[src/rtl/rvviTracePkg.sv]
// Shared widths, cause codes, CSR slot table and IRQ mask for the RVVI trace adapter and its testbench
package rvviTracePkg;

   //////////////////////////////////////////////////////////////////////
   // Trace widths
   //////////////////////////////////////////////////////////////////////
   parameter int XLEN = 32;
   typedef logic [XLEN-1:0] xlenT;

   // Retirement order number as reported by RVFI
   typedef logic [63:0] orderT;

   parameter int NUM_GPR = 32;
   typedef logic [NUM_GPR-1:0] gprMaskT;

   typedef logic [10:0] causeT;
   typedef logic [1:0] modeT;

   //////////////////////////////////////////////////////////////////////
   // Cause codes
   //////////////////////////////////////////////////////////////////////
   // Instruction fetch bus fault, the only trap passed to the trace
   parameter causeT IBUS_FAULT_CAUSE = 11'd48;
   // Data bus errors reported as NMI
   parameter causeT NMI_LOAD_CAUSE = 11'd1024;
   parameter causeT NMI_STORE_CAUSE = 11'd1025;
   // Debug cause for an external halt request
   parameter logic [2:0] DBG_CAUSE_HALTREQ = 3'd3;

   //////////////////////////////////////////////////////////////////////
   // Tracked CSRs and interrupt lines
   //////////////////////////////////////////////////////////////////////
   parameter int NUM_CSR_DEFAULT = 8;

   // Slot order: mstatus, misa, mie, mtvec, mscratch, mepc, mcause, mtval
   parameter logic [11:0] CSR_SLOT_ADDR [NUM_CSR_DEFAULT] = '{
      12'h300, 12'h301, 12'h304, 12'h305,
      12'h340, 12'h341, 12'h342, 12'h343
   };

   // Software, timer and external IRQs plus the 16 local lines
   parameter logic [31:0] IRQ_TRACK_MASK = 32'hFFFF_0888;

endpackage
[src/rtl/irqEdgeDetect.sv]
// Registers the tracked interrupt lines and pulses a change bit for each line that toggles
module irqEdgeDetect #(
   parameter int NUM_IRQ = 32
) (
   input  logic               rvvi,
   input  logic               rstN_i,
   input  logic [NUM_IRQ-1:0] irq_i,
   output logic [NUM_IRQ-1:0] irqLevel_o,
   output logic [NUM_IRQ-1:0] irqChange_o
);

   logic [NUM_IRQ-1:0] irqMasked;

   // Untracked lines stay at zero and so never pulse
   assign irqMasked = irq_i & rvviTracePkg::IRQ_TRACK_MASK[NUM_IRQ-1:0];

   always_ff @(posedge rvvi or negedge rstN_i) begin
      if (!rstN_i) begin
         irqLevel_o  <= '0;
         irqChange_o <= '0;
      end else begin
         irqLevel_o  <= irqMasked;
         irqChange_o <= irqMasked ^ irqLevel_o;
      end
   end

endmodule

[config.mk]
export PLATFORM = sky130hd
export DESIGN_NAME = irqEdgeDetect
export DESIGN_NICKNAME = d
export VERILOG_FILES = /design/src/rtl/rvviTracePkg.sv /design/src/rtl/irqEdgeDetect.sv
export SDC_FILE = /design/constraint.sdc
export NUM_CORES = 1
export LEC_CHECK = 0
export BUFFER_PORTS_ARGS = -buffer_cell sky130_fd_sc_hd__buf_4
export CELL_PAD_IN_SITES_DETAIL_PLACEMENT = 0
export CELL_PAD_IN_SITES_GLOBAL_PLACEMENT = 1
export CORE_ASPECT_RATIO = 2
export CORE_MARGIN = 2
export CORE_UTILIZATION = 29
export DETAILED_ROUTE_END_ITERATION = 10
export PLACE_DENSITY_LB_ADDON = 0.1
export SKIP_LAST_GASP = 1
export SLEW_MARGIN = 20
export SYNTH_ARGS = -nofsm -noshare
export SYNTH_HDL_FRONTEND = slang
export SYNTH_SLANG_ARGS = --single-unit
[constraint.sdc]
create_clock -name rvvi -period 0.9 [get_ports rvvi]
set_clock_uncertainty 0.1 [all_clocks]
set_input_delay 0.045 -clock rvvi [delete_from_list [all_inputs] [get_ports rvvi]]
set_output_delay 0.045 -clock rvvi [all_outputs]
set_load 0.03 [all_outputs]
==> summary.md <==
| Metric | Value |
|---|---|
| Sequential area share after synthesis | `0.722` |
| First-pass GRT wire length | `4040 um` |
| Adder-cell share of the synthesized area | `0` |
| CTS max path bufs | `2` |
| Reg2reg start | `irqLevel_o[21]$_DFF_PN0_` |
| Crit-path max FO | `2` |
| Main area contributors after synthesis | `dfrtp_1 (72%), buf_4 (15%), xor2_1 (13%)` |
| Min Tclk post-route | `981 ps` |
| Clock transition at the registers of the reported paths | `70 ps` |
| CTS tree | `done` |
| CTS sink count | `38` |
| Pwr dens | `1770 nW/um^2` |
| Placer Congestion | `0.642` |
| Htree depth | `2` |
| I/O Buffers | `58` |
| Fillers | `392` |
| CTS buffer count | `5` |
| Final WL | `2590 um` |
| F_max | `1.02 GHz` |
| Wirelength per Cell | `10.8 um` |
| Syn Inst Count | `84` |
| Post-synthesis simple-gate area fraction | `0` |
| Worst-Skew Late Latency | `280 ps` |
| Startpoint type of the worst setup path | `flop` |
| HPWL after detailed placement | `1790 um` |
| Async set or reset register ratio after synthesis | `1.00` |
| Placed Cells incl. Taps | `195` |
| Setup violators final | `42` |
| Largest net degree at the start of global routing | `39` |
| FP Rows | `34` |
| Buffer and inverter count on the worst path | `1` |
| Antenna Cells | `0` |
| Crit path cell chain | `buf_6` |
| Antenna viol nets, final | `0` |
| DRC viols | `0` |
| Share of cells above drive strength 1 | `0.543` |
| Mux share of post-synthesis cell area | `0` |
| DR vias/cell | `3.66` |
| Largest family of logic cells by synthesized area | `buffers and inverters` |
| Yosys warns | `0` |
| RSZ-0062 raised after global routing | `true` |
| Finished Layout Cells | `240` |
| Endpoint type of the worst setup path | `primary output` |
| Tot GR Track Use | `0.108` |
| Cell area after synthesis | `1320 um^2` |
| Post-synth top cells | `dfrtp_1 (38), buf_4 (26), xor2_1 (19)` |
| Critical Path AT | `840 ps` |
| Vias in the first global route | `887` |
| Syn_area_per_cell | `15.7 um^2` |
| NumNets Final | `219` |
| Tcrit/Tclk final | `1.09` |
| DIE AREA | `5130 um^2` |
| Pleak | `0.00113 uW` |
| Post-route setup TNS | `-2100 ps` |
| Cell variety after synth | `4` |
| CTS root buffer | `clkbuf_8` |
| WP data required | `750 ps` |
| Final slew viol count | `0` |
| Number of synthesized flops with an enable pin | `0` |
| Post-synthesis compound-gate area fraction | `0` |
| I/O pin cnt | `98` |
| Violated checks | `negative setup slack` |
| GRT overflow | `0` |
| FF-to-FF End | `irqChange_o[21]$_DFF_PN0_` |
| Area after DPL | `1740 um^2` |
| Initial drt markers | `5` |
| Total power | `4100 uW` |
| Crit-path max cell delay | `420 ps` |
| CP top delay family | `flip-flops` |
| Top-count cell post-synth | `dfrtp_1` |
| VDD IR-drop max | `0.00135 V` |
| Hold WC Path Type | `in2async` |
| Starting density of the core | `0.303` |
| Reg2reg path depth | `2` |
| Number of synthesized register bits | `38` |
| Via count | `878` |
| Die height | `99.3 um` |
| Post-Layout Inst Area | `2320 um^2` |
| Area added between synthesis and finish | `76.1%` |
| Die width | `51.6 um` |
| Critical path's slowest cell | `dfrtp_2` |
| Initial antenna violation count | `0` |
| Outcome | `finished with violations` |
| Core area | `4340 um^2` |
| Top-area cell type share of the netlist area | `0.722` |
| Kind of critical path | `reg2out` |
| Max_cap viols | `0` |
| Final worst setup slack | `-81.1 ps` |
| Hold Fails Final Rpt | `0` |
| DRT Pass-1 Iters | `3` |
| Xor/xnor share of the synthesized area | `0.126` |
| Worst reg-to-reg setup slack | `-10 ps` |
| Area leader, netlist | `dfrtp_1` |
| Ys flop type | `dfrtp_1` |
==> registers in the layout, summed over array words and instances, names as in the netlist <==
signal,count
irqLevel_o,19
irqChange_o,19
==> worst register-to-register path, cell delays in order (launching register included) <==
cell     delay, ps
dfrtp_2        420
buf_4          130
xor2_1         150
==> cell families after synthesis <==
logic type / after synthesis
other cells: 1
buf+inv: 26
flops: 38
xor+xnor: 19
==> worst max path at each step <==
| stage | slack (ps) | from | end | cells after the start |
|---|---|---|---|---|
| 2_1_floorplan | 40 | irqLevel_o[11]$_DFF_PN0_ | irqChange_o[11]$_DFF_PN0_ | 1 |
| 3_3_place_gp | 140 | irqLevel_o[16]$_DFF_PN0_ | irqChange_o[16]$_DFF_PN0_ | 1 |
| 3_5_place_dp | 120 | irqLevel_o[21]$_DFF_PN0_ | irqChange_o[21]$_DFF_PN0_ | 1 |
| 4_1_cts | -100 | irqLevel_o[25]$_DFF_PN0_ | irqLevel_o[25] | 1 |
| 5_1_grt | -110 | irqLevel_o[26]$_DFF_PN0_ | irqLevel_o[26] | 1 |
| 6_report | -80 | irqLevel_o[21]$_DFF_PN0_ | irqLevel_o[21] | 1 |
==> per-layer routing <==
| metal | up-vias | GRT usage | routed length, um |
|---|---|---|---|
| met2 | 43 | 0.191 | 1530 |
| met1 | 427 | 0.107 | 829 |
| met5 | - | 0 | 0 |
| met4 | 0 | 0.0668 | 78 |
| li1 | 403 | - | - |
| met3 | 5 | 0.0255 | 154 |
==> cell usage in the layout (no fill, tap or decap) <==
| cell | n |
|---|---|
| clkinv_2 | 1 |
| conb_1 | 26 |
| dlygate4sd3_1 | 20 |
| buf_6 | 42 |
| clkbuf_8 | 6 |
| buf_4 | 33 |
| xor2_1 | 19 |
| dfrtp_1 | 19 |
| dfrtp_2 | 19 |
| clkbuf_1 | 1 |
==> stage by stage <==
stage	util	hold WS [ps]	setup WS [ps]
final	0.534	163	-81.1
after global routing	0.534	218	-107
after global placement	0.401	-73.6	136
after floorplan	-	-351	44.2
after CTS	0.531	185	-96.7
after detailed placement	0.401	-57.8	116
==> where the power goes <==
| part | leakage, uW | switching (uW) | internal, uW | total [uW] |
|---|---|---|---|---|
| clock network | 0.0000482 | 545 | 617 | 1160 |
| logic | 0.000662 | 579 | 441 | 1020 |
| registers | 0.000424 | 72.4 | 1850 | 1920 |
| total | 0.00113 | 1200 | 2900 | 4100 |
==> final cells by class <==
type / instances / area, um^2 / share of cell area
timing repair buffer: 95 / 921 / 0.397
clock inverter: 1 / 5.00 / 0.00216
tap: 54 / 67.6 / 0.0291
clock buffer: 7 / 86.3 / 0.0372
sequential: 38 / 975 / 0.420
multi-input combinational: 45 / 264 / 0.114
==> repair_timing <==
action	4_1_cts	5_1_grt
endpoints found under the hold margin	76	0
endpoints found under the setup margin	38	55
resized for setup	38	4
hold buffers	20	0
setup buffers	17	0
pin swaps	0	2
Power figures use the tool's default switching activity.
