$ cat src/rtl/rvviTracePkg.sv
// Shared widths, cause codes, CSR slot table and IRQ mask for the RVVI trace adapter and its testbench
package rvviTracePkg;

   //////////////////////////////////////////////////////////////////////
   // Trace widths
   //////////////////////////////////////////////////////////////////////
   parameter int XLEN = 32;
   typedef logic [XLEN-1:0] xlenT;

   // Retirement order number as reported by RVFI
   typedef logic [63:0] orderT;

   parameter int NUM_GPR = 32;
   typedef logic [NUM_GPR-1:0] gprMaskT;

   typedef logic [10:0] causeT;
   typedef logic [1:0] modeT;

   //////////////////////////////////////////////////////////////////////
   // Cause codes
   //////////////////////////////////////////////////////////////////////
   // Instruction fetch bus fault, the only trap passed to the trace
   parameter causeT IBUS_FAULT_CAUSE = 11'd48;
   // Data bus errors reported as NMI
   parameter causeT NMI_LOAD_CAUSE = 11'd1024;
   parameter causeT NMI_STORE_CAUSE = 11'd1025;
   // Debug cause for an external halt request
   parameter logic [2:0] DBG_CAUSE_HALTREQ = 3'd3;

   //////////////////////////////////////////////////////////////////////
   // Tracked CSRs and interrupt lines
   //////////////////////////////////////////////////////////////////////
   parameter int NUM_CSR_DEFAULT = 8;

   // Slot order: mstatus, misa, mie, mtvec, mscratch, mepc, mcause, mtval
   parameter logic [11:0] CSR_SLOT_ADDR [NUM_CSR_DEFAULT] = '{
      12'h300, 12'h301, 12'h304, 12'h305,
      12'h340, 12'h341, 12'h342, 12'h343
   };

   // Software, timer and external IRQs plus the 16 local lines
   parameter logic [31:0] IRQ_TRACK_MASK = 32'hFFFF_0888;

endpackage
$ cat src/rtl/trapEventTracker.sv
// Derives the fetch-fault trap and the NMI and fetch-fault nets with their change pulses on retirement
module trapEventTracker (
   input  logic                rvvi,
   input  logic                rstN_i,
   input  logic                retire_i,
   input  logic                rvfiTrap_i,
   input  logic                rvfiTrapException_i,
   input  rvviTracePkg::causeT rvfiTrapCause_i,
   input  logic                rvfiIntr_i,
   input  logic                rvfiIntrInterrupt_i,
   input  rvviTracePkg::causeT rvfiIntrCause_i,
   input  logic [1:0]          rvfiNmip_i,
   output logic                traceTrap_o,
   output logic                nmi_o,
   output logic                nmiPush_o,
   output rvviTracePkg::causeT nmiCause_o,
   output logic                nmiCausePush_o,
   output logic                iBusFault_o,
   output logic                iBusFaultPush_o
);

   logic nmiCond;
   logic fetchFault;
   logic fetchFaultQ;

   // Load or store bus error, either as a reported interrupt or as pending
   assign nmiCond = (rvfiIntr_i && rvfiIntrInterrupt_i &&
                     ((rvfiIntrCause_i == rvviTracePkg::NMI_LOAD_CAUSE) ||
                      (rvfiIntrCause_i == rvviTracePkg::NMI_STORE_CAUSE))) ||
                    (|rvfiNmip_i);

   assign fetchFault = rvfiTrap_i && rvfiTrapException_i &&
                       (rvfiTrapCause_i == rvviTracePkg::IBUS_FAULT_CAUSE);

   // Trace trap flag and fault net carry the same level
   assign traceTrap_o = fetchFaultQ;
   assign iBusFault_o = fetchFaultQ;

   always_ff @(posedge rvvi or negedge rstN_i) begin
      if (!rstN_i) begin
         nmi_o           <= 1'b0;
         nmiPush_o       <= 1'b0;
         nmiCause_o      <= '0;
         nmiCausePush_o  <= 1'b0;
         fetchFaultQ     <= 1'b0;
         iBusFaultPush_o <= 1'b0;
      end else if (retire_i) begin
         nmi_o     <= nmiCond;
         nmiPush_o <= nmiCond != nmi_o;
         if (nmiCond) begin
            nmiCause_o     <= rvfiIntrCause_i;
            nmiCausePush_o <= rvfiIntrCause_i != nmiCause_o;
         end else begin
            nmiCausePush_o <= 1'b0;
         end
         fetchFaultQ     <= fetchFault;
         iBusFaultPush_o <= fetchFault != fetchFaultQ;
      end else begin
         // Levels hold between retirements
         nmiPush_o       <= 1'b0;
         nmiCausePush_o  <= 1'b0;
         iBusFaultPush_o <= 1'b0;
      end
   end

endmodule

$ cat config.mk
export PLATFORM = sky130hd
export DESIGN_NAME = trapEventTracker
export DESIGN_NICKNAME = d
export VERILOG_FILES = /design/src/rtl/rvviTracePkg.sv /design/src/rtl/trapEventTracker.sv
export SDC_FILE = /design/constraint.sdc
export NUM_CORES = 1
export LEC_CHECK = 0
export BUFFER_PORTS_ARGS = -buffer_cell sky130_fd_sc_hd__buf_2
export CAP_MARGIN = 40
export CORE_ASPECT_RATIO = 1.1
export CORE_MARGIN = 2
export CORE_UTILIZATION = 38
export CTS_CLUSTER_SIZE = 14
export DETAILED_ROUTE_END_ITERATION = 12
export PLACE_DENSITY = 0.75
export SLEW_MARGIN = 20
export SYNTH_ARGS = -nofsm -noshare
export SYNTH_HDL_FRONTEND = slang
export SYNTH_SLANG_ARGS = --single-unit
$ cat constraint.sdc
create_clock -name rvvi -period 0.9 [get_ports rvvi]
set_input_delay 0.045 -clock rvvi [delete_from_list [all_inputs] [get_ports rvvi]]
set_output_delay 0.045 -clock rvvi [all_outputs]
set_load 0.005 [all_outputs]
==> impl_results.md <==
* Outcome: finished with violations
* Violated checks: setup timing
* Share of the synthesized area in compound gates (AO/OA/AOI/OAI) at 0.106
* Fraction of the mapped netlist area in simple logic gates at 0.138
* Largest fanout on the critical path at 2
* Setup violation total in the final timing report at 26
* Synth Area in XOR/XNOR at 0.140
* Clock-pin slew on the worst setup and hold paths at 80 ps
* Number of global-route vias before repair at 912
* Initial antenna violation count at 0
* Syn-to-layout area delta at 90.0%
* Area of the die at 0.00253 mm2
* Last weighted congestion value of the routability-driven placer at roughly 0.8
* CTS max path bufs at 2
* Clock Tree Root: sky130_fd_sc_hd__clkbuf_4
* CTS tree: built
* Slew headroom at 0.751
* RSZ-0062 raised after global routing: yes
* Number of antenna diodes at 0
* Worst IR drop on VDD at 0.000746 V
* Half-perimeter wire length after detailed placement at between 1500 and 2000 um
* Buffers on Ports at 47
* Fmax achieved at 0.860 GHz
* Detail-routed net length per standard cell at 17.3 um
* Detailed router's first-iteration violation count at 12
* Portion of the post-synthesis area used by sequential elements at 0.492
* Top routing layer used: met4
* Vias at about 890
* Proportion of layout cells with a drive suffix above 1 at 0.645
* Max-slew violation total from the final report at 0
* Setup crit end kind: flip-flop
* Adder and majority cell fraction of the synthesized area at 0
* Mux contribution to synthesized area at 0.0954
* Starting density of the core at 0.402
* Number of nets with antenna violations after routing at 0
* Post-layout min period at 1160 ps
* Data required time at the worst endpoint at 1050 ps
* Type of origin of the critical path: flip-flop
* Die span in x at between 40 and 50 um
* Crit share post-route at 1.29
* Synth Cell Area at around 800 um2
* Routed Wire Length at about 2900 um
* Syn avg cell area at 12.9 um2
* Core outline area at 0.00202 mm2
* Count of yosys warnings during synthesis at 0
* Cell variety after synth at 24
* Deepest level of the CTS H-tree at 1
* Post-route total power at 2040 uW
* Number of top-level pins at 48
* LEAKAGE at roughly 0.00078 uW
* DIE HEIGHT at between 50 and 60 um
* Number of optimization iterations in the first detailed-route pass at 4
* DR WL met3 at roughly 150 um
* Per-cell via count in the routed design at 5.28
* Number of nets in the layout at between 150 and 200
* Main combinational cell family by area after synthesis: XOR/XNOR gates
* Largest net degree at the start of global routing at 17
* Arrival time worst endpoint at 1320 ps
* Classification of the worst-slack hold path: in -> reg
* Met2 wire length at 1580 um
* Clock Latency Late Sink at 290 ps
* Setup WS post-layout at -263 ps
* DRC at 0
* Synthesized netlist cell count at 63
* Worst-margin pin slew at 373 ps
* Max-cap check violation count at 0
* CP Class: reg -> reg
* Grt total ovfl at 0
* Register bit count reported by yosys at 16
* Endpoints failing hold at 0
* CTS Buf Count at 3
* Clock tree sinks at 16
* Count of standard-cell rows at 17
* Gr usage total at 0.235
* Pwr Density at 1320 mW/mm2
* Summed negative setup slack over all endpoints at -2650 ps
* Wire length of the first global-routing pass at 3950 um
* Sum of routed wire segments on met1 at around 1100 um
* Worst setup skew after layout at 12.7 ps
* Synthesized Nets at 94
through the flow:
step | setup WS, ps | utilization | cells | hold slack [ps] | area [um2]
detailed placement | -484 | 0.616 | 158 | -21.8 | 1240
global placement | -422 | 0.616 | 158 | -29.4 | 1240
CTS | -231 | 0.726 | 167 | 14.5 | 1470
floorplan | -334 | - | 63 | -251 | 828
finish | -263 | 0.765 | 169 | 36.8 | 1550
global route | -275 | 0.765 | 169 | 28.9 | 1550
placed cells by master, fill, tap and decap left out, drive strengths merged:
cell type    netlist  final
nor4bb             2      2
mux2               5      5
nor3               2      2
xnor2              2      2
dlygate4sd3        0      1
and2               2      2
dfrtp             16     16
nor4b              1      1
a311oi             1      1
mux2i              1      1
nor4               4      4
xor2              11     11
a31oi              1      1
nand4b             1      1
nand2b             1      2
inv                1      1
nor2               1      1
clkbuf             0      3
a22o               6      6
buf                2     75
a21oi              1      1
nand2              1      1
o21a               1      1
flip-flops by register name, summed over array words and instances (netlist names):
register / cells
nmiCausePush_o: 1
nmi_o: 1
iBusFaultPush_o: 1
iBusFault_o: 1
nmiCause_o: 11
nmiPush_o: 1
synthesized netlist by cell type (all sizes together):
cell type / instances / area share
a21oi: 1 / 0.0061
buf: 2 / 0.023
nor4bb: 2 / 0.025
dfrtp: 16 / 0.49
mux2i: 1 / 0.012
nand2: 1 / 0.0046
nand2b: 1 / 0.017
inv: 1 / 0.0046
mux2: 5 / 0.083
xnor2: 2 / 0.022
nor4: 4 / 0.038
xor2: 11 / 0.12
nor2: 1 / 0.0046
and2: 2 / 0.015
nor3: 2 / 0.012
nand4b: 1 / 0.011
a311oi: 1 / 0.018
o21a: 1 / 0.0092
a31oi: 1 / 0.0077
a22o: 6 / 0.065
nor4b: 1 / 0.011
metal layers:
metal,GRT usage,up-vias
li1,-,391
met1,0.247,435
met2,0.424,56
met3,0.0414,10
met4,0.117,0
met5,0,-
worst paths after layout:
check,startpoint,endpoint,slack [ps],depth (start not counted)
worst max-delay path,nmiCause_o[6]$_DFFE_PN0P_,nmiCausePush_o$_DFF_PN0_,-260,3
worst min-delay path,rvfiIntrCause_i[0],nmiCause_o[0]$_DFFE_PN0P_,40,2
worst max register to register,nmiCause_o[6]$_DFFE_PN0P_,nmiCausePush_o$_DFF_PN0_,-260,3
worst min register to register,nmi_o$_DFFE_PN0P_,nmi_o$_DFFE_PN0P_,570,2
max in group asynchronous,rstN_i,nmiCause_o[0]$_DFFE_PN0P_,400,2
min in group asynchronous,rstN_i,iBusFault_o$_DFFE_PN0P_,220,2
timing repair:
action,in CTS,in global routing
resized for setup,30,15
cloned,1,0
pin swaps,7,10
endpoints found under the hold margin,16,0
setup buffers,5,3
hold buffers,1,0
endpoints found under the setup margin,26,27
cells by family after synthesis:
| logic type | count (synthesis) |
|---|---|
| muxes | 6 |
| DFF | 16 |
| and+or+nand+nor | 15 |
| buffers and inverters | 3 |
| AOI/OAI and AO/OA | 10 |
| xor gates and xnor gates | 13 |
critical path: stages (launching register included):
cell and delay (ps):
sky130_fd_sc_hd__dfrtp_1 410, sky130_fd_sc_hd__xor2_1 170, sky130_fd_sc_hd__nor4_2 330, sky130_fd_sc_hd__a31oi_1 130
where the power goes:
group          total, uW  internal, uW  switching (uW)
Combinational        804           506             298
Clock                382           155             226
Sequential           852           790            62.1
cell type report:
type	instances	area [um2]
Fill cell	119	475
Sequential cell	16	400
Timing Repair Buffer	76	621
Inverter	1	3.75
Clock buffer	3	22.5
Tap cell	28	35.0
Multi-Input combinational cell	45	463
No activity file was read; power rests on OpenSTA's default activity.
