[src/rtl/rvviTracePkg.sv]
// Shared widths, cause codes, CSR slot table and IRQ mask for the RVVI trace adapter and its testbench
package rvviTracePkg;

   //////////////////////////////////////////////////////////////////////
   // Trace widths
   //////////////////////////////////////////////////////////////////////
   parameter int XLEN = 32;
   typedef logic [XLEN-1:0] xlenT;

   // Retirement order number as reported by RVFI
   typedef logic [63:0] orderT;

   parameter int NUM_GPR = 32;
   typedef logic [NUM_GPR-1:0] gprMaskT;

   typedef logic [10:0] causeT;
   typedef logic [1:0] modeT;

   //////////////////////////////////////////////////////////////////////
   // Cause codes
   //////////////////////////////////////////////////////////////////////
   // Instruction fetch bus fault, the only trap passed to the trace
   parameter causeT IBUS_FAULT_CAUSE = 11'd48;
   // Data bus errors reported as NMI
   parameter causeT NMI_LOAD_CAUSE = 11'd1024;
   parameter causeT NMI_STORE_CAUSE = 11'd1025;
   // Debug cause for an external halt request
   parameter logic [2:0] DBG_CAUSE_HALTREQ = 3'd3;

   //////////////////////////////////////////////////////////////////////
   // Tracked CSRs and interrupt lines
   //////////////////////////////////////////////////////////////////////
   parameter int NUM_CSR_DEFAULT = 8;

   // Slot order: mstatus, misa, mie, mtvec, mscratch, mepc, mcause, mtval
   parameter logic [11:0] CSR_SLOT_ADDR [NUM_CSR_DEFAULT] = '{
      12'h300, 12'h301, 12'h304, 12'h305,
      12'h340, 12'h341, 12'h342, 12'h343
   };

   // Software, timer and external IRQs plus the 16 local lines
   parameter logic [31:0] IRQ_TRACK_MASK = 32'hFFFF_0888;

endpackage
[src/rtl/retireControl.sv]
// Detects new retirements, registers the instruction fields and tracks the debug halt request
module retireControl (
   input  logic                rvvi,
   input  logic                rstN_i,
   input  logic                rvfiValid_i,
   input  rvviTracePkg::orderT rvfiOrder_i,
   input  rvviTracePkg::xlenT  rvfiInsn_i,
   input  rvviTracePkg::xlenT  rvfiPcRdata_i,
   input  rvviTracePkg::xlenT  rvfiPcWdata_i,
   input  rvviTracePkg::modeT  rvfiMode_i,
   input  logic [2:0]          rvfiDbg_i,
   input  logic                rvfiDbgMode_i,
   output logic                retire_o,
   output logic                traceValid_o,
   output rvviTracePkg::xlenT  traceInsn_o,
   output rvviTracePkg::xlenT  tracePcRdata_o,
   output rvviTracePkg::xlenT  tracePcWdata_o,
   output rvviTracePkg::modeT  traceMode_o,
   output logic                haltReq_o,
   output logic                haltReqPush_o
);

   rvviTracePkg::orderT lastOrder;
   logic haltCond;
   logic haltReqNext;

   // A repeated order is the same retirement seen again
   assign retire_o = rvfiValid_i && (rvfiOrder_i != lastOrder);

   //////////////////////////////////////////////////////////////////////
   // Instruction trace
   //////////////////////////////////////////////////////////////////////
   always_ff @(posedge rvvi or negedge rstN_i) begin
      if (!rstN_i) begin
         lastOrder      <= '0;
         traceValid_o   <= 1'b0;
         traceInsn_o    <= '0;
         tracePcRdata_o <= '0;
         tracePcWdata_o <= '0;
         traceMode_o    <= '0;
      end else begin
         traceValid_o <= retire_o;
         if (retire_o) begin
            lastOrder      <= rvfiOrder_i;
            traceInsn_o    <= rvfiInsn_i;
            tracePcRdata_o <= rvfiPcRdata_i;
            tracePcWdata_o <= rvfiPcWdata_i;
            traceMode_o    <= rvfiMode_i;
         end
      end
   end

   //////////////////////////////////////////////////////////////////////
   // Halt request
   //////////////////////////////////////////////////////////////////////
   assign haltCond = (rvfiDbg_i == rvviTracePkg::DBG_CAUSE_HALTREQ) && rvfiDbgMode_i;

   // Sets on the condition alone, clears only on a retirement without it
   always_comb begin
      haltReqNext = haltReq_o;
      if (haltCond) begin
         haltReqNext = 1'b1;
      end else if (retire_o) begin
         haltReqNext = 1'b0;
      end
   end

   always_ff @(posedge rvvi or negedge rstN_i) begin
      if (!rstN_i) begin
         haltReq_o     <= 1'b0;
         haltReqPush_o <= 1'b0;
      end else begin
         haltReq_o     <= haltReqNext;
         haltReqPush_o <= haltReqNext != haltReq_o;
      end
   end

endmodule

[config.mk]
export PLATFORM = sky130hd
export DESIGN_NAME = retireControl
export DESIGN_NICKNAME = d
export VERILOG_FILES = /design/src/rtl/rvviTracePkg.sv /design/src/rtl/retireControl.sv
export SDC_FILE = /design/constraint.sdc
export NUM_CORES = 1
export LEC_CHECK = 0
export ABC_AREA = 1
export BUFFER_PORTS_ARGS = -buffer_cell sky130_fd_sc_hd__buf_4
export CORE_ASPECT_RATIO = 0.5
export CORE_MARGIN = 2
export CORE_UTILIZATION = 35
export DETAILED_ROUTE_END_ITERATION = 7
export PLACE_DENSITY = 0.68
export SYNTH_ARGS = -nofsm -noshare
export SYNTH_HDL_FRONTEND = slang
export SYNTH_SLANG_ARGS = --single-unit
[constraint.sdc]
create_clock -name rvvi -period 1.6 [get_ports rvvi]
set_clock_uncertainty 0.1 [all_clocks]
set_input_delay 0.16 -clock rvvi [delete_from_list [all_inputs] [get_ports rvvi]]
set_output_delay 0.16 -clock rvvi [all_outputs]
set_load 0.01 [all_outputs]
==> summary.md <==
| Metric | Value |
|---|---|
| Outcome | `finished with violations` |
| Failing checks | `setup timing` |
| DP HPWL | `14700 um` |
| Clock Root Buffer | `clkbuf_16` |
| Critical-path cell list | `inv_1 > nand2_1 > nand2_1 > nor2_1 > nand2_1 > nor2_2 > nand2_1 > nor2_2 > nand2_2 > nand2_8 > clkinv_8 > buf_12 > buf_6` |
| Max-cap violations | `0` |
| Worst hold path startpoint | `rvfiOrder_i[35]` |
| IO Pins | `271` |
| Max IR drop VDD | `0.882 mV` |
| Iter 0 DRT Violations | `487` |
| Vert. Die Dim | `108 um` |
| Worst path max stage delay | `between 300 and 400 ps` |
| Final Hold Viols | `0` |
| Sequential-to-total area share from yosys stat | `54.8%` |
| Syn avg cell area | `about 7.6 um2` |
| Largest net degree at the start of global routing | `64` |
| Critical path startpoint | `lastOrder[3]` |
| Worst EP required | `~1300 ps` |
| Pre-CTS setup slack | `-433 ps` |
| Num rows | `37` |
| Worst hold margin | `18.9 ps` |
| ANT cells | `0` |
| Vias in the first global route | `8100` |
| PortBufs | `270` |
| CP max stage cell | `dfrtp_1` |
| Worst setup margin | `-616 ps` |
| Delay-heaviest family, CP | `simple AND/OR/NAND/NOR gates` |
| Clk buf depth | `2` |
| CP Capture Type | `primary output` |
| Final wirelength | `24600 um` |
| Leak | `7.05 nW` |
| Clock transition at path regs | `about 70 ps` |
| Post-route setup TNS | `-74810 ps` |
| Tcrit/Tclk final | `138%` |
| Synth Cell Area | `7530 um2` |
| Routed vias | `7857` |
| DRT antenna net count | `0` |
| Worst-Skew Late Latency | `430 ps` |
| Hold Crit Class | `in2reg` |
| Overflow after GRT | `0` |
| Crit path buffers/inverters | `4` |
| WS Path Type | `reg2out` |
| Starting Density | `36.2%` |
| Final Total Pwr | `approximately 11 mW` |
| GPL Wtd Cong | `0.807` |
| RSZ-0062 raised after global routing | `true` |
| Crit path top cell by count | `nand2_1` |
| Yosys cell types | `17` |
| Routed wire per std cell | `14.1 um` |
| Die Span X | `about 210 um` |
| Share of layout cells above drive strength 1 | `26.0%` |
| First drt pass iteration count | `7` |
| Drt drc | `0` |
| GRT Overall Usage | `21.8%` |
| H-Tree Level Count | `4` |
| Die Footprint | `22800 um2` |
| Slew HR | `76.9%` |
| Fin nets | `1634` |
| First-pass GRT wire length | `38900 um` |
| R2r startpoint | `lastOrder[3]` |
| Core Util, Final | `61.1%` |
| Arrival time at the worst endpoint | `roughly 2000 ps` |
| Final setup violation count | `166` |
| Initial antenna violation count | `0` |
| Crit-path max FO | `3` |
| F_max | `451 MHz` |
| Fill count | `1684` |
| Period minus WS final | `2220 ps` |
| Post-synthesis cell count | `between 900 and 1000` |
| Slew Viols, Final | `0` |
| Number of synthesized register bits | `165` |
| Num CTS Buffers | `17` |
| CP Launch Type | `flip-flop` |
| Total of warnings raised by yosys | `0` |
| Mapped Nets | `between 1000 and 1500` |
| Worst Tran Pin Value | `347 ps` |
| Pwr/cell area | `886 nW/um2` |
| Core area | `20800 um2` |
| CTS tree | `yes` |
| Area Growth Syn to Fin | `69.0%` |
| CTS Sinks | `165` |
| Vias/cell | `4.49` |
## final cells by class
cell class	count	area, um2	area share [%]
clock buffers	21	460	3.62
multi-input cells	674	2720	21.4
inverters	111	429	3.37
well taps	273	342	2.68
repair buffers	496	4530	35.5
clock inverters	11	126	0.992
flip-flops and latches	165	4130	32.4
## timing repair
| item | CTS | global route |
|---|---|---|
| pin swaps | 13 | 9 |
| buffers inserted | 5 | 5 |
| hold buffers | 159 | 0 |
| resized for setup | 18 | 21 |
| gates cloned | 8 | 2 |
| setup endpoints to repair | 166 | 166 |
| endpoints found under the hold margin | 323 | 0 |
## sequential cells by signal (all words and copies together) (netlist names)
register and cells:
traceMode_o 2, haltReq_o 1, lastOrder 64, haltReqPush_o 1, traceValid_o 1, tracePcWdata_o 32, traceInsn_o 32, tracePcRdata_o 32
## report_power, final
| group | internal [mW] | switching [mW] | total (mW) | leakage, nW |
|---|---|---|---|---|
| sequential | 4.54 | 0.246 | 4.79 | 2.01 |
| clock | 2.39 | 1.73 | 4.12 | 0.287 |
| combinational | 1.31 | 1.07 | 2.38 | 4.75 |
## path summary, 6_finish.rpt
path / to / depth (start not counted) / slack (ps)
max in group asynchronous: lastOrder[33] / 3 / 700
worst min register to register: traceInsn_o[9] / 2 / 380
worst max-delay path: retire_o / 13 / -620
worst max register to register: tracePcWdata_o[8] / 15 / -580
worst min-delay path: lastOrder[35] / 4 / 20
min in group asynchronous: traceInsn_o[24] / 2 / 60
## kinds of logic after synthesis
group	synth area share, %
flip-flops	54.8
AO/OA/AOI/OAI	3.72
buffers and inverters	9.87
XOR/XNOR	1.16
AND/OR/NAND/NOR	30.4
## worst register-to-register path: stages (launching register included)
cell and delay [ps]:
dfrtp_1 390, inv_1 60, nand2_1 50, nand2_1 50, nor2_1 100, nand2_1 80
nor2_2 130, nand2_1 70, nor2_2 110, nand2_2 110, nand2_8 100, buf_6 160
buf_12 160, bufbuf_16 300, nand2_1 60, nand2_1 70
## routing by layer
layer	vias to the layer above	routed length, um	global-route usage, %
met5	-	0	0
met4	0	758	9.15
met3	57	708	4.14
met2	170	13100	39.4
met1	3755	10000	25.4
li1	3875	-	-
## cell usage in the layout (no fill, tap or decap)
| cell | n |
|---|---|
| inv_1 | 110 |
| clkinvlp_4 | 1 |
| o21ai_1 | 28 |
| and3_1 | 1 |
| buf_6 | 4 |
| bufinv_16 | 2 |
| buf_16 | 4 |
| nand2_2 | 6 |
| nand2_8 | 1 |
| clkinv_8 | 1 |
| dlygate4sd3_1 | 159 |
| a21oi_1 | 1 |
| nor2_4 | 2 |
| o21ai_0 | 26 |
| nor2_2 | 7 |
| dfrtp_1 | 165 |
| nand3_1 | 1 |
| clkinv_2 | 3 |
| clkbuf_1 | 2 |
| a21oi_2 | 1 |
| clkbuf_16 | 19 |
| buf_12 | 12 |
| inv_6 | 1 |
| nor2_1 | 35 |
| nand2_1 | 555 |
| clkbuf_8 | 2 |
| buf_4 | 310 |
| bufbuf_16 | 5 |
| clkinv_4 | 4 |
| xor2_1 | 10 |
## through the flow
| stage | cell area [um2] | cells |
|---|---|---|
| 6_report | 12700 | 1751 |
| 2_1_floorplan | 7530 | 985 |
| 4_1_cts | 12600 | 1744 |
| 3_3_place_gp | 10100 | 1540 |
| 3_5_place_dp | 10100 | 1540 |
| 5_1_grt | 12700 | 1751 |
## synth_stat cells, drive strengths merged
master,count,area (um2)
nand2,562,2120
dfrtp,165,4130
inv,111,417
o21ai,54,270
nor2,44,165
buf,33,319
xor2,10,87.6
a21oi,2,10.0
clkbuf,2,7.51
and3,1,6.26
nand3,1,5.00
Power figures use the tool's default switching activity.
