<file path="config.mk">
export PLATFORM = sky130hd
export DESIGN_NAME = csrMerge
export DESIGN_NICKNAME = d
export VERILOG_FILES = /design/src/rtl/rvviTracePkg.sv /design/src/rtl/csrMerge.sv
export SDC_FILE = /design/constraint.sdc
export NUM_CORES = 1
export LEC_CHECK = 0
export BUFFER_PORTS_ARGS = -buffer_cell sky130_fd_sc_hd__clkbuf_2
export CORE_AREA = 2 2 408 410
export CTS_BUF_LIST = sky130_fd_sc_hd__clkbuf_4 sky130_fd_sc_hd__clkbuf_8
export CTS_CLUSTER_SIZE = 25
export DETAILED_ROUTE_END_ITERATION = 8
export DIE_AREA = 0 0 410 412
export HOLD_SLACK_MARGIN = 0.15
export PLACE_DENSITY_LB_ADDON = 0.25
export SLEW_MARGIN = 20
export SYNTH_ARGS = -nofsm -noshare
export SYNTH_HDL_FRONTEND = slang
export SYNTH_SLANG_ARGS = --single-unit
</file>
<file path="constraint.sdc">
create_clock -name rvvi -period 1.07 [get_ports rvvi]
set_input_delay 0.214 -clock rvvi [delete_from_list [all_inputs] [get_ports rvvi]]
set_output_delay 0.214 -clock rvvi [all_outputs]
set_load 0.005 [all_outputs]
</file>
<file path="src/rtl/rvviTracePkg.sv">
// Shared widths, cause codes, CSR slot table and IRQ mask for the RVVI trace adapter and its testbench
package rvviTracePkg;

   //////////////////////////////////////////////////////////////////////
   // Trace widths
   //////////////////////////////////////////////////////////////////////
   parameter int XLEN = 32;
   typedef logic [XLEN-1:0] xlenT;

   // Retirement order number as reported by RVFI
   typedef logic [63:0] orderT;

   parameter int NUM_GPR = 32;
   typedef logic [NUM_GPR-1:0] gprMaskT;

   typedef logic [10:0] causeT;
   typedef logic [1:0] modeT;

   //////////////////////////////////////////////////////////////////////
   // Cause codes
   //////////////////////////////////////////////////////////////////////
   // Instruction fetch bus fault, the only trap passed to the trace
   parameter causeT IBUS_FAULT_CAUSE = 11'd48;
   // Data bus errors reported as NMI
   parameter causeT NMI_LOAD_CAUSE = 11'd1024;
   parameter causeT NMI_STORE_CAUSE = 11'd1025;
   // Debug cause for an external halt request
   parameter logic [2:0] DBG_CAUSE_HALTREQ = 3'd3;

   //////////////////////////////////////////////////////////////////////
   // Tracked CSRs and interrupt lines
   //////////////////////////////////////////////////////////////////////
   parameter int NUM_CSR_DEFAULT = 8;

   // Slot order: mstatus, misa, mie, mtvec, mscratch, mepc, mcause, mtval
   parameter logic [11:0] CSR_SLOT_ADDR [NUM_CSR_DEFAULT] = '{
      12'h300, 12'h301, 12'h304, 12'h305,
      12'h340, 12'h341, 12'h342, 12'h343
   };

   // Software, timer and external IRQs plus the 16 local lines
   parameter logic [31:0] IRQ_TRACK_MASK = 32'hFFFF_0888;

endpackage
</file>
<file path="src/rtl/csrMerge.sv">
// Merges masked CSR write data with read data per slot and flags slots whose value changed
module csrMerge #(
   parameter int NUM_CSR = 8
) (
   input  logic                             rvvi,
   input  logic                             rstN_i,
   input  logic                             retire_i,
   input  rvviTracePkg::xlenT [NUM_CSR-1:0] csrWdata_i,
   input  rvviTracePkg::xlenT [NUM_CSR-1:0] csrRdata_i,
   input  rvviTracePkg::xlenT [NUM_CSR-1:0] csrWmask_i,
   output rvviTracePkg::xlenT [NUM_CSR-1:0] csrValue_o,
   output logic [NUM_CSR-1:0]               csrWb_o
);

   rvviTracePkg::xlenT [NUM_CSR-1:0] merged;
   logic [NUM_CSR-1:0] csrWbNext;

   // Written bits from wdata, untouched bits from rdata
   always_comb begin
      for (int i = 0; i < NUM_CSR; i++) begin
         merged[i] = (csrWdata_i[i] & csrWmask_i[i]) | (csrRdata_i[i] & ~csrWmask_i[i]);
      end
   end

   // A fresh change wins over the clear from a retirement
   always_comb begin
      for (int i = 0; i < NUM_CSR; i++) begin
         if (merged[i] != csrValue_o[i]) begin
            csrWbNext[i] = 1'b1;
         end else if (retire_i) begin
            csrWbNext[i] = 1'b0;
         end else begin
            csrWbNext[i] = csrWb_o[i];
         end
      end
   end

   always_ff @(posedge rvvi or negedge rstN_i) begin
      if (!rstN_i) begin
         csrValue_o <= '0;
         csrWb_o    <= '0;
      end else begin
         csrValue_o <= merged;
         csrWb_o    <= csrWbNext;
      end
   end

endmodule

</file>
==> flow_summary.ini, run 1 <==
[clocking]
cts_sinks = 264
worstSkewPairLatency_ns = 0.75
tritoncts = yes
cts_root_buf = clkbuf_8
clk_pin_slew_ns = 0.06
clock_path_buffers = 3
htreeDepth = 2
cts_buffers = 60

[floorplanning]
initial_core_util_pct = 7.72
die_w_um = 410
core_sq_um = 164000
ioPinCount = 1035
die_y_um = 412
dieArea_sq_um = 169000
rows = 149

[final_layout]
syn2layout_area_growth_pct = 152
layout_common_cells = clkbuf_2, dlygate4sd3_1, buf_6, buf_4, dfrtp_1
regArea_sq_um = 6610
nFillCells = 18300
layout-drive-gt1-share_pct = 67.9
multi_input_area_sq_um = 6530
final_core_util_pct = 19.5
final_common_cell = clkbuf_2
layout.nets = 3607

[place]
io_buffers = 1034
gp_congestion = 0.933
dp_hpwl_um = 110000
pre_cts_ws_ns = -1.56

[route]
wire_per_inst_um = 24.5
wirelength_um = 125000
drt_iter0_markers = 509
viasPerCell = 3.12
ant_nets = 0
vias = 16000
drc = 0
first_pass_iters = 4

[worst_setup_path]
worst_setup_path_end_kind = flop
slowest_delay_ns = 0.61
r2r_cells = 6
path_buf_inv = 3
r2r_setup_slack_ns = -0.78
cpLargestDelayFamily = buffers and inverters
crit_cells = 8
crit_fanout = 2
crit_required_ns = 1.68
crit_slowest_cell = dlygate4sd3_1
path_class = in -> reg
path_cells = dlygate4sd3_1 > clkbuf_2 > mux2_4 > dlygate4sd3_1 > xnor2_2 > nand4_1 > nor4_2 > nand4_1
worstPathArrival_ns = 2.53
cp-start-kind = primary input

[pwr]
p_seq_share_pct = 30.4
clkPwrFrac_pct = 38.4
p_int_mw = 26.4
sw_frac_of_total_pct = 29.2
pwr_density_cell_nw_per_um2 = 1170
p_leak_nw = 15.0
max-vdd-ir-drop_mv = 0.866
power_switching_mw = 10.9
power_frac_comb_pct = 31.2

[timing]
timing.hold.ws_ns = -0.239
max_slew_margin_pct = 64.3
setup_ws_ns = -0.844
finalHoldViolations = 31
fin_crit_sh_pct = 179
fin_crit_ns = 1.91
worst_pin_slew_ns = 0.534
slew_violations = 0
rsz0062_at_grt = true
setup_viol = 306
fmax_mhz = 522
clock_skew_ns = 0.0395

[global_route]
top_usage_layer = met2
gr-usage-met3_pct = 7.06
grt-ovfl-total = 0
grt_max_degree = 37
grt_pass1_wl_um = 157000
use_met2_pct = 24.0
grt_pass1_vias = 16700
track_usage_pct = 14.2
grt_use_met1_pct = 15.7
grt_antenna_before_repair = 168

[synthesis]
synth_cell_types = 15
syn_inst = 896
synth_seq_cells = 264
seq_area_frac_synth_pct = 52.1
synthTopCellsByArea = dfrtp_1, mux2_2, xnor2_1
syn-num-nets = 1667
synth_top_cell_area_share_pct = 52.1
synth_area_per_cell_sq_um = 14.1
synth_area_sq_um = 12700
yosys.area.top_type = dfrtp_1
ys_warn_count = 0

[status]
status = complete, but fails checks
violations = negative hold slack, negative setup slack

[worst_hold_path]
hold_path_class = in -> reg
hold_depth = 2

[flow_run]
drv_cap = 0
state kept, by name, indices dropped and copies added, names as in the netlist:
register / cells
csrValue_o: 256
csrWb_o: 8
metal layers:
metal  wire length, um  vias up  share of wire [%]
met5               450        -               0.36
met4              3590       70                2.9
met3             12800      321                 10
met2             60200      813                 48
met1             48200     7658                 38
li1                  -     7102                  -
repair_timing:
item	CTS	global route
gates resized for setup	220	380
setup endpoints to repair	272	361
hold buffers	357	49
hold endpoints to repair	528	115
setup buffers	187	79
pin swaps	36	68
logic make-up after synthesis:
| logic type | count (synthesis) | share of synthesized area (%) |
|---|---|---|
| AND/OR/NAND/NOR | 120 | 5.61 |
| buffers and inverters | 8 | 0.237 |
| flip-flops | 264 | 52.1 |
| multiplexers | 256 | 24.4 |
| XOR/XNOR | 248 | 17.6 |
path summary, 6_finish.rpt:
kind / startpoint / endpoint
max: csrWdata_i[11] / csrWb_o[0]
min: csrWdata_i[68] / csrValue_o[68]
max reg2reg: csrValue_o[190] / csrWb_o[5]
min reg2reg: csrValue_o[99] / csrWb_o[3]
max in group asynchronous: rstN_i / csrValue_o[182]
min in group asynchronous: rstN_i / csrValue_o[247]
stage by stage:
step	setup TNS, ns	std cells	area (sq um)	power, mW
floorplan	-1.67	896	12700	13.9
global placement	-6.42	4367	22600	19.3
detailed placement	-6.30	4367	22600	19.3
CTS	-188.32	5016	30000	36.9
global route	-157.27	5081	31900	39.2
finish	-132.53	5109	32000	37.3
Yosys cell counts:
cell / count
xnor2_1: 192
mux2_1: 8
nor3_1: 8
and4b_1: 8
dfrtp_1: 264
nor2_1: 16
mux2_2: 192
mux2_4: 56
nand4_1: 56
xor2_2: 8
nor4_1: 16
xor2_1: 48
nand2_1: 8
nand2b_1: 8
inv_1: 8
layout make-up:
| class | instances | share of cell area [%] |
|---|---|---|
| timing repair buffer | 1878 | 45.5 |
| sequential | 264 | 20.7 |
| multi-input combinational | 624 | 20.4 |
| tap | 2189 | 8.56 |
| clock buffer | 94 | 3.81 |
| clock inverter | 16 | 0.724 |
| antenna | 36 | 0.282 |
| inverter | 8 | 0.0939 |
power by group through the flow:
stage | clock [mW] | sequential, mW | combinational, mW
floorplan | 0 | 11.5 | 2.46
global placement | 0 | 11.5 | 7.84
detailed placement | 0 | 11.5 | 7.78
CTS | 15.0 | 11.3 | 10.7
global route | 15.3 | 11.4 | 12.4
finish | 14.3 | 11.3 | 11.6
Power figures use the tool's default switching activity.
==> run 2: changes to the inputs <==
- BUFFER_PORTS_ARGS: -buffer_cell sky130_fd_sc_hd__clkbuf_2 -> -buffer_cell sky130_fd_sc_hd__buf_4
- REMOVE_ABC_BUFFERS: not set -> 1
==> run 2 against run 1 <==
The flow still finishes with violations (negative hold slack, negative setup slack). Clock power shrank 10%. Register-to-register slack worse by 0.11 ns. Cell count is 0.76% lower. Sequential power is essentially flat. Setup slack got worse by 0.048 ns. First-iteration DRC count decreased by 3.1%. Maximum frequency shrank 2.4%. Global-route usage grew 0.23 points. Critical endpoint is now csrWb_o[5].
==> flow_summary.ini, run 2 (synthesized netlist as in run 1, its figures left out) <==
[floorplanning]
initial_core_util_pct = 7.72
core_sq_um = 164000
dieArea_sq_um = 169000
rows = 149
die_w_um = 410
die_y_um = 412
ioPinCount = 1035

[place]
dp.cells = 4386
dp_hpwl_um = 111000
pre_cts_ws_ns = -1.65
gp_congestion = 0.876
io_buffers = 1034

[route]
first_pass_iters = 4
wire_per_inst_um = 25.1
vias = 15800
viasPerCell = 3.12
wirelength_um = 127000
ant_nets = 0
drt_iter0_markers = 493
drc = 0

[clocking]
worstSkewPairLatency_ns = 0.72
cts_sinks = 264
cts_root_buf = clkbuf_8
htreeDepth = 2
cts_buffers = 58
clock_path_buffers = 3
clk_pin_slew_ns = 0.06
tritoncts = yes

[final_layout]
layout.nets = 3596
syn2layout_area_growth_pct = 168
nFillCells = 18100
final_cells = 5070
final_common_cell = buf_4
top_regs = csrValue_o (256), csrWb_o (8)
max_flop_register = csrValue_o
layout-drive-gt1-share_pct = 68.1
final_core_util_pct = 20.7
layout_common_cells = buf_4, buf_6, dlygate4sd3_1, dfrtp_1, mux2_2
largest_reg_flops = 256

[worst_hold_path]
hold_path_class = in -> reg

[timing]
setup_viol = 274
worst_pin_slew_ns = 0.542
max_slew_margin_pct = 63.9
fin_crit_ns = 1.96
rsz0062_at_grt = true
fmax_mhz = 510
setup_ws_ns = -0.892
clock_skew_ns = 0.0262
finalHoldViolations = 18
fin_crit_sh_pct = 183
timing.hold.ws_ns = -0.248
slew_violations = 0

[global_route]
grt-ovfl-total = 0
grt_pass1_wl_um = 159000
grt_antenna_before_repair = 145
grt_pass1_vias = 16800
track_usage_pct = 14.4
grt_max_degree = 56
grt_use_met1_pct = 16.1
top_usage_layer = met2
gr-usage-met3_pct = 6.52
use_met2_pct = 25.1

[worst_setup_path]
worst_setup_path_end_kind = flop
crit_required_ns = 1.66
cp-start-kind = flop
path_class = reg -> reg
crit_fanout = 2
worstPathArrival_ns = 2.56

[pwr]
pwr_density_cell_nw_per_um2 = 1080
p_leak_nw = 15.5
total_power_mw = 36.7
max-vdd-ir-drop_mv = 0.796

[status]
status = complete, but fails checks
violations = negative hold slack, negative setup slack

[flow_run]
drv_cap = 0
==> run 2: final timing paths <==
path / start / to / slack (ns) / depth (start not counted)
max: csrValue_o[190] / csrWb_o[5] / -0.89 / 6
min: csrWdata_i[203] / csrValue_o[203] / -0.25 / 2
max reg2reg: csrValue_o[190] / csrWb_o[5] / -0.89 / 6
min reg2reg: csrValue_o[202] / csrWb_o[6] / 0.69 / 4
max in group asynchronous: rstN_i / csrValue_o[28] / 0.05 / 5
min in group asynchronous: rstN_i / csrValue_o[106] / 0.17 / 3
==> run 2: through the flow <==
| stage | TNS [ns] | cell area, sq um |
|---|---|---|
| after global routing | -154.09 | 33900 |
| final | -128.09 | 34000 |
| after floorplan | -1.67 | 12700 |
| after global placement | -6.54 | 25300 |
| after CTS | -280.35 | 33400 |
| after detailed placement | -6.50 | 25300 |
==> run 2: metal layers <==
| layer | part of all wire, % | routed length, um |
|---|---|---|
| met1 | 38 | 48500 |
| met2 | 49 | 62500 |
| met3 | 10 | 12800 |
| met4 | 2.5 | 3120 |
| met5 | 0.35 | 452 |
==> run 2: critical path, cell delays in order, from the launching register on <==
cell,delay [ns]
dfrtp_1,0.41
xnor2_2,0.17
nand4_1,0.36
buf_4,0.29
nor4_4,0.33
buf_4,0.20
nand4_1,0.08
==> run 2: where the power goes <==
group / leakage [nW] / internal, mW / switching (mW)
Clock: 0.672 / 7.17 / 5.60
Sequential: 3.05 / 10.7 / 0.634
Combinational: 11.8 / 8.14 / 4.41
==> run 2: layout make-up <==
cell class	count	area [sq um]	area share, %
well taps	2189	2740	8.06
flip-flops and latches	264	6610	19.5
multi-input cells	624	6420	18.9
inverters	8	30.0	0.0884
clock inverters	11	88.8	0.262
clock buffers	92	1180	3.47
diodes	13	32.5	0.0958
repair buffers	1869	16900	49.7
==> run 2: what timing repair did <==
| item | in CTS | in global routing |
|---|---|---|
| gates resized for setup | 517 | 48 |
| setup buffers | 193 | 57 |
| pin swaps | 32 | 48 |
| hold buffers | 332 | 23 |
| gates cloned | 0 | 1 |
| endpoints found under the hold margin | 528 | 49 |
| setup endpoints to repair | 272 | 549 |
==> run 3: changes to the inputs <==
- CORE_AREA: 2 2 408 410 -> 2 2 403 405
- DIE_AREA: 0 0 410 412 -> 0 0 405 407
==> run 3 against run 2 <==
The flow still finishes with violations (negative hold slack, negative setup slack). Maximum frequency grew 14%. Cell area shrank 1.3%. Sequential share of layout area grew 0.25 points. Utilization grew 0.25 points. Clock power shrank 6%. Largest power group is now combinational cells. Critical path type is now in -> reg. Clock-buffer cell count is the same. Non-clock buffer count shrank 31. Global-route usage shrank 2.4 points.
==> flow_summary.ini, run 3 (synthesized netlist as in run 1, its figures left out) <==
[global_route]
grt_antenna_before_repair = 67
grt_pass1_vias = 16500
grt-ovfl-total = 0
grt_pass1_wl_um = 135000
track_usage_pct = 12.0
grt_max_degree = 33

[clocking]
clk_pin_slew_ns = 0.06
worstSkewPairLatency_ns = 0.69
tritoncts = yes
cts_sinks = 264
clock_path_buffers = 3
cts_root_buf = clkbuf_8
htreeDepth = 2
cts_buffers = 58

[pwr]
p_int_mw = 25.4
power_switching_mw = 10.0
power_frac_comb_pct = 34.1
sw_frac_of_total_pct = 28.3
total_power_mw = 35.5
p_seq_share_pct = 32.0
pwr_density_cell_nw_per_um2 = 1060
clkPwrFrac_pct = 33.9
max-vdd-ir-drop_mv = 0.662
p_leak_nw = 15.3

[floorplanning]
rows = 147
dieArea_sq_um = 165000
initial_core_util_pct = 7.91
ioPinCount = 1035
core_sq_um = 160000
die_y_um = 407
die_w_um = 405

[route]
viasPerCell = 3.01
drc = 0
vias = 15000
drt_iter0_markers = 468
wirelength_um = 103000
first_pass_iters = 4
wire_per_inst_um = 20.6
ant_nets = 0

[timing]
timing.hold.ws_ns = -0.216
fin_crit_sh_pct = 161
tns_ns = -117.84
setup_viol = 331
clock_skew_ns = 0.0210
finalHoldViolations = 32
worst_pin_slew_ns = 0.450
fmax_mhz = 579
slew_violations = 0
setup_ws_ns = -0.657
fin_crit_ns = 1.73
max_slew_margin_pct = 69.7
rsz0062_at_grt = true

[worst_setup_path]
path_class = in -> reg
worst_setup_path_end_kind = flop
r2r-end = csrWb_o[7]
worstPathArrival_ns = 2.30
rr_startpoint = csrValue_o[236]
crit_required_ns = 1.64
crit_fanout = 2
r2r_cells = 5
cp-start-kind = primary input
r2r_setup_slack_ns = -0.62

[place]
place_area_sq_um = 25100
dp_hpwl_um = 88400
io_buffers = 1034
gp_congestion = 0.880

[status]
violations = negative hold slack, negative setup slack
status = complete, but fails checks

[final_layout]
max_flop_register = csrValue_o
layout_common_cells = buf_4, buf_6, dlygate4sd3_1, dfrtp_1, mux2_2
final_common_cell = buf_4
largest_reg_flops = 256
layout-drive-gt1-share_pct = 67.7
final_core_util_pct = 20.9
syn2layout_area_growth_pct = 165
layout.nets = 3565
finalInstanceArea_sq_um = 33500
top_regs = csrValue_o (256), csrWb_o (8)

[flow_run]
drv_cap = 0

[worst_hold_path]
min-delay-start = csrWdata_i[91]
worstHoldEndpoint = csrValue_o[91]
hold_path_class = in -> reg
hold_depth = 2
==> run 3: cell count changes in the layout (fill, tap and decap cells not counted), sizes merged <==
cell          previous run  this run
dlymetal6s4s             1         5
clkinv                   7         4
clkinvlp                 2         4
dlygate4sd3            327       325
clkbuf                  94        92
buf                   1539      1508
diode                   13         6
==> run 3: layout make-up <==
cell class | count | area [sq um]
multi-input combinational | 624 | 6440
fill | 17700 | 127000
inverter | 8 | 30.0
sequential | 264 | 6610
timing repair buffer | 1838 | 16500
clock buffer | 92 | 1100
tap | 2160 | 2700
antenna | 6 | 15.0
clock inverter | 10 | 88.8
==> run 3: through the flow <==
stage	cells	setup slack, ns
3_3_place_gp	4337	-1.30
4_1_cts	4979	-0.815
3_5_place_dp	4337	-1.34
6_report	5002	-0.657
2_1_floorplan	896	-0.209
5_1_grt	4997	-0.777
==> run 3: critical path, stage by stage <==
cell and delay (ns):
buf_4 0.10, dlygate4sd3_1 0.55, mux2_2 0.25, dlygate4sd3_1 0.59
xor2_1 0.16, nor3_2 0.20, buf_4 0.14, nand4_1 0.08
==> run 3: power by group through the flow <==
stage	Clock, mW	Sequential, mW	Combinational, mW
global route	13.2	11.4	12.9
finish	12.0	11.3	12.1
floorplan	0	11.5	2.46
CTS	12.7	11.3	12.1
global placement	0	11.4	8.77
detailed placement	0	11.5	8.72
==> run 3: worst max path at each step <==
stage / startpoint / end / slack, ns / depth (start not counted)
global route: csrWb_o[7] / csrWb_o[7] / -0.78 / 2
finish: csrRdata_i[19] / csrWb_o[0] / -0.66 / 8
CTS: csrWb_o[7] / csrWb_o[7] / -0.81 / 2
floorplan: csrWmask_i[14] / csrWb_o[0] / -0.21 / 5
global placement: csrWmask_i[239] / csrWb_o[7] / -1.30 / 7
detailed placement: csrWmask_i[239] / csrWb_o[7] / -1.34 / 7
==> run 3: repair_timing <==
item                                   4_1_cts  5_1_grt
resized for setup                          496       39
pin swaps                                   39       45
endpoints found under the hold margin      528       44
setup endpoints to repair                  272      309
hold buffers                               343        9
buffers inserted                           203       30
==> run 3: routing by layer <==
metal | track usage, % | share of wire (%)
met1 | 14.9 | 41
met2 | 20.8 | 49
met3 | 3.28 | 7.3
met4 | 2.17 | 1.8
met5 | 0 | 0.032
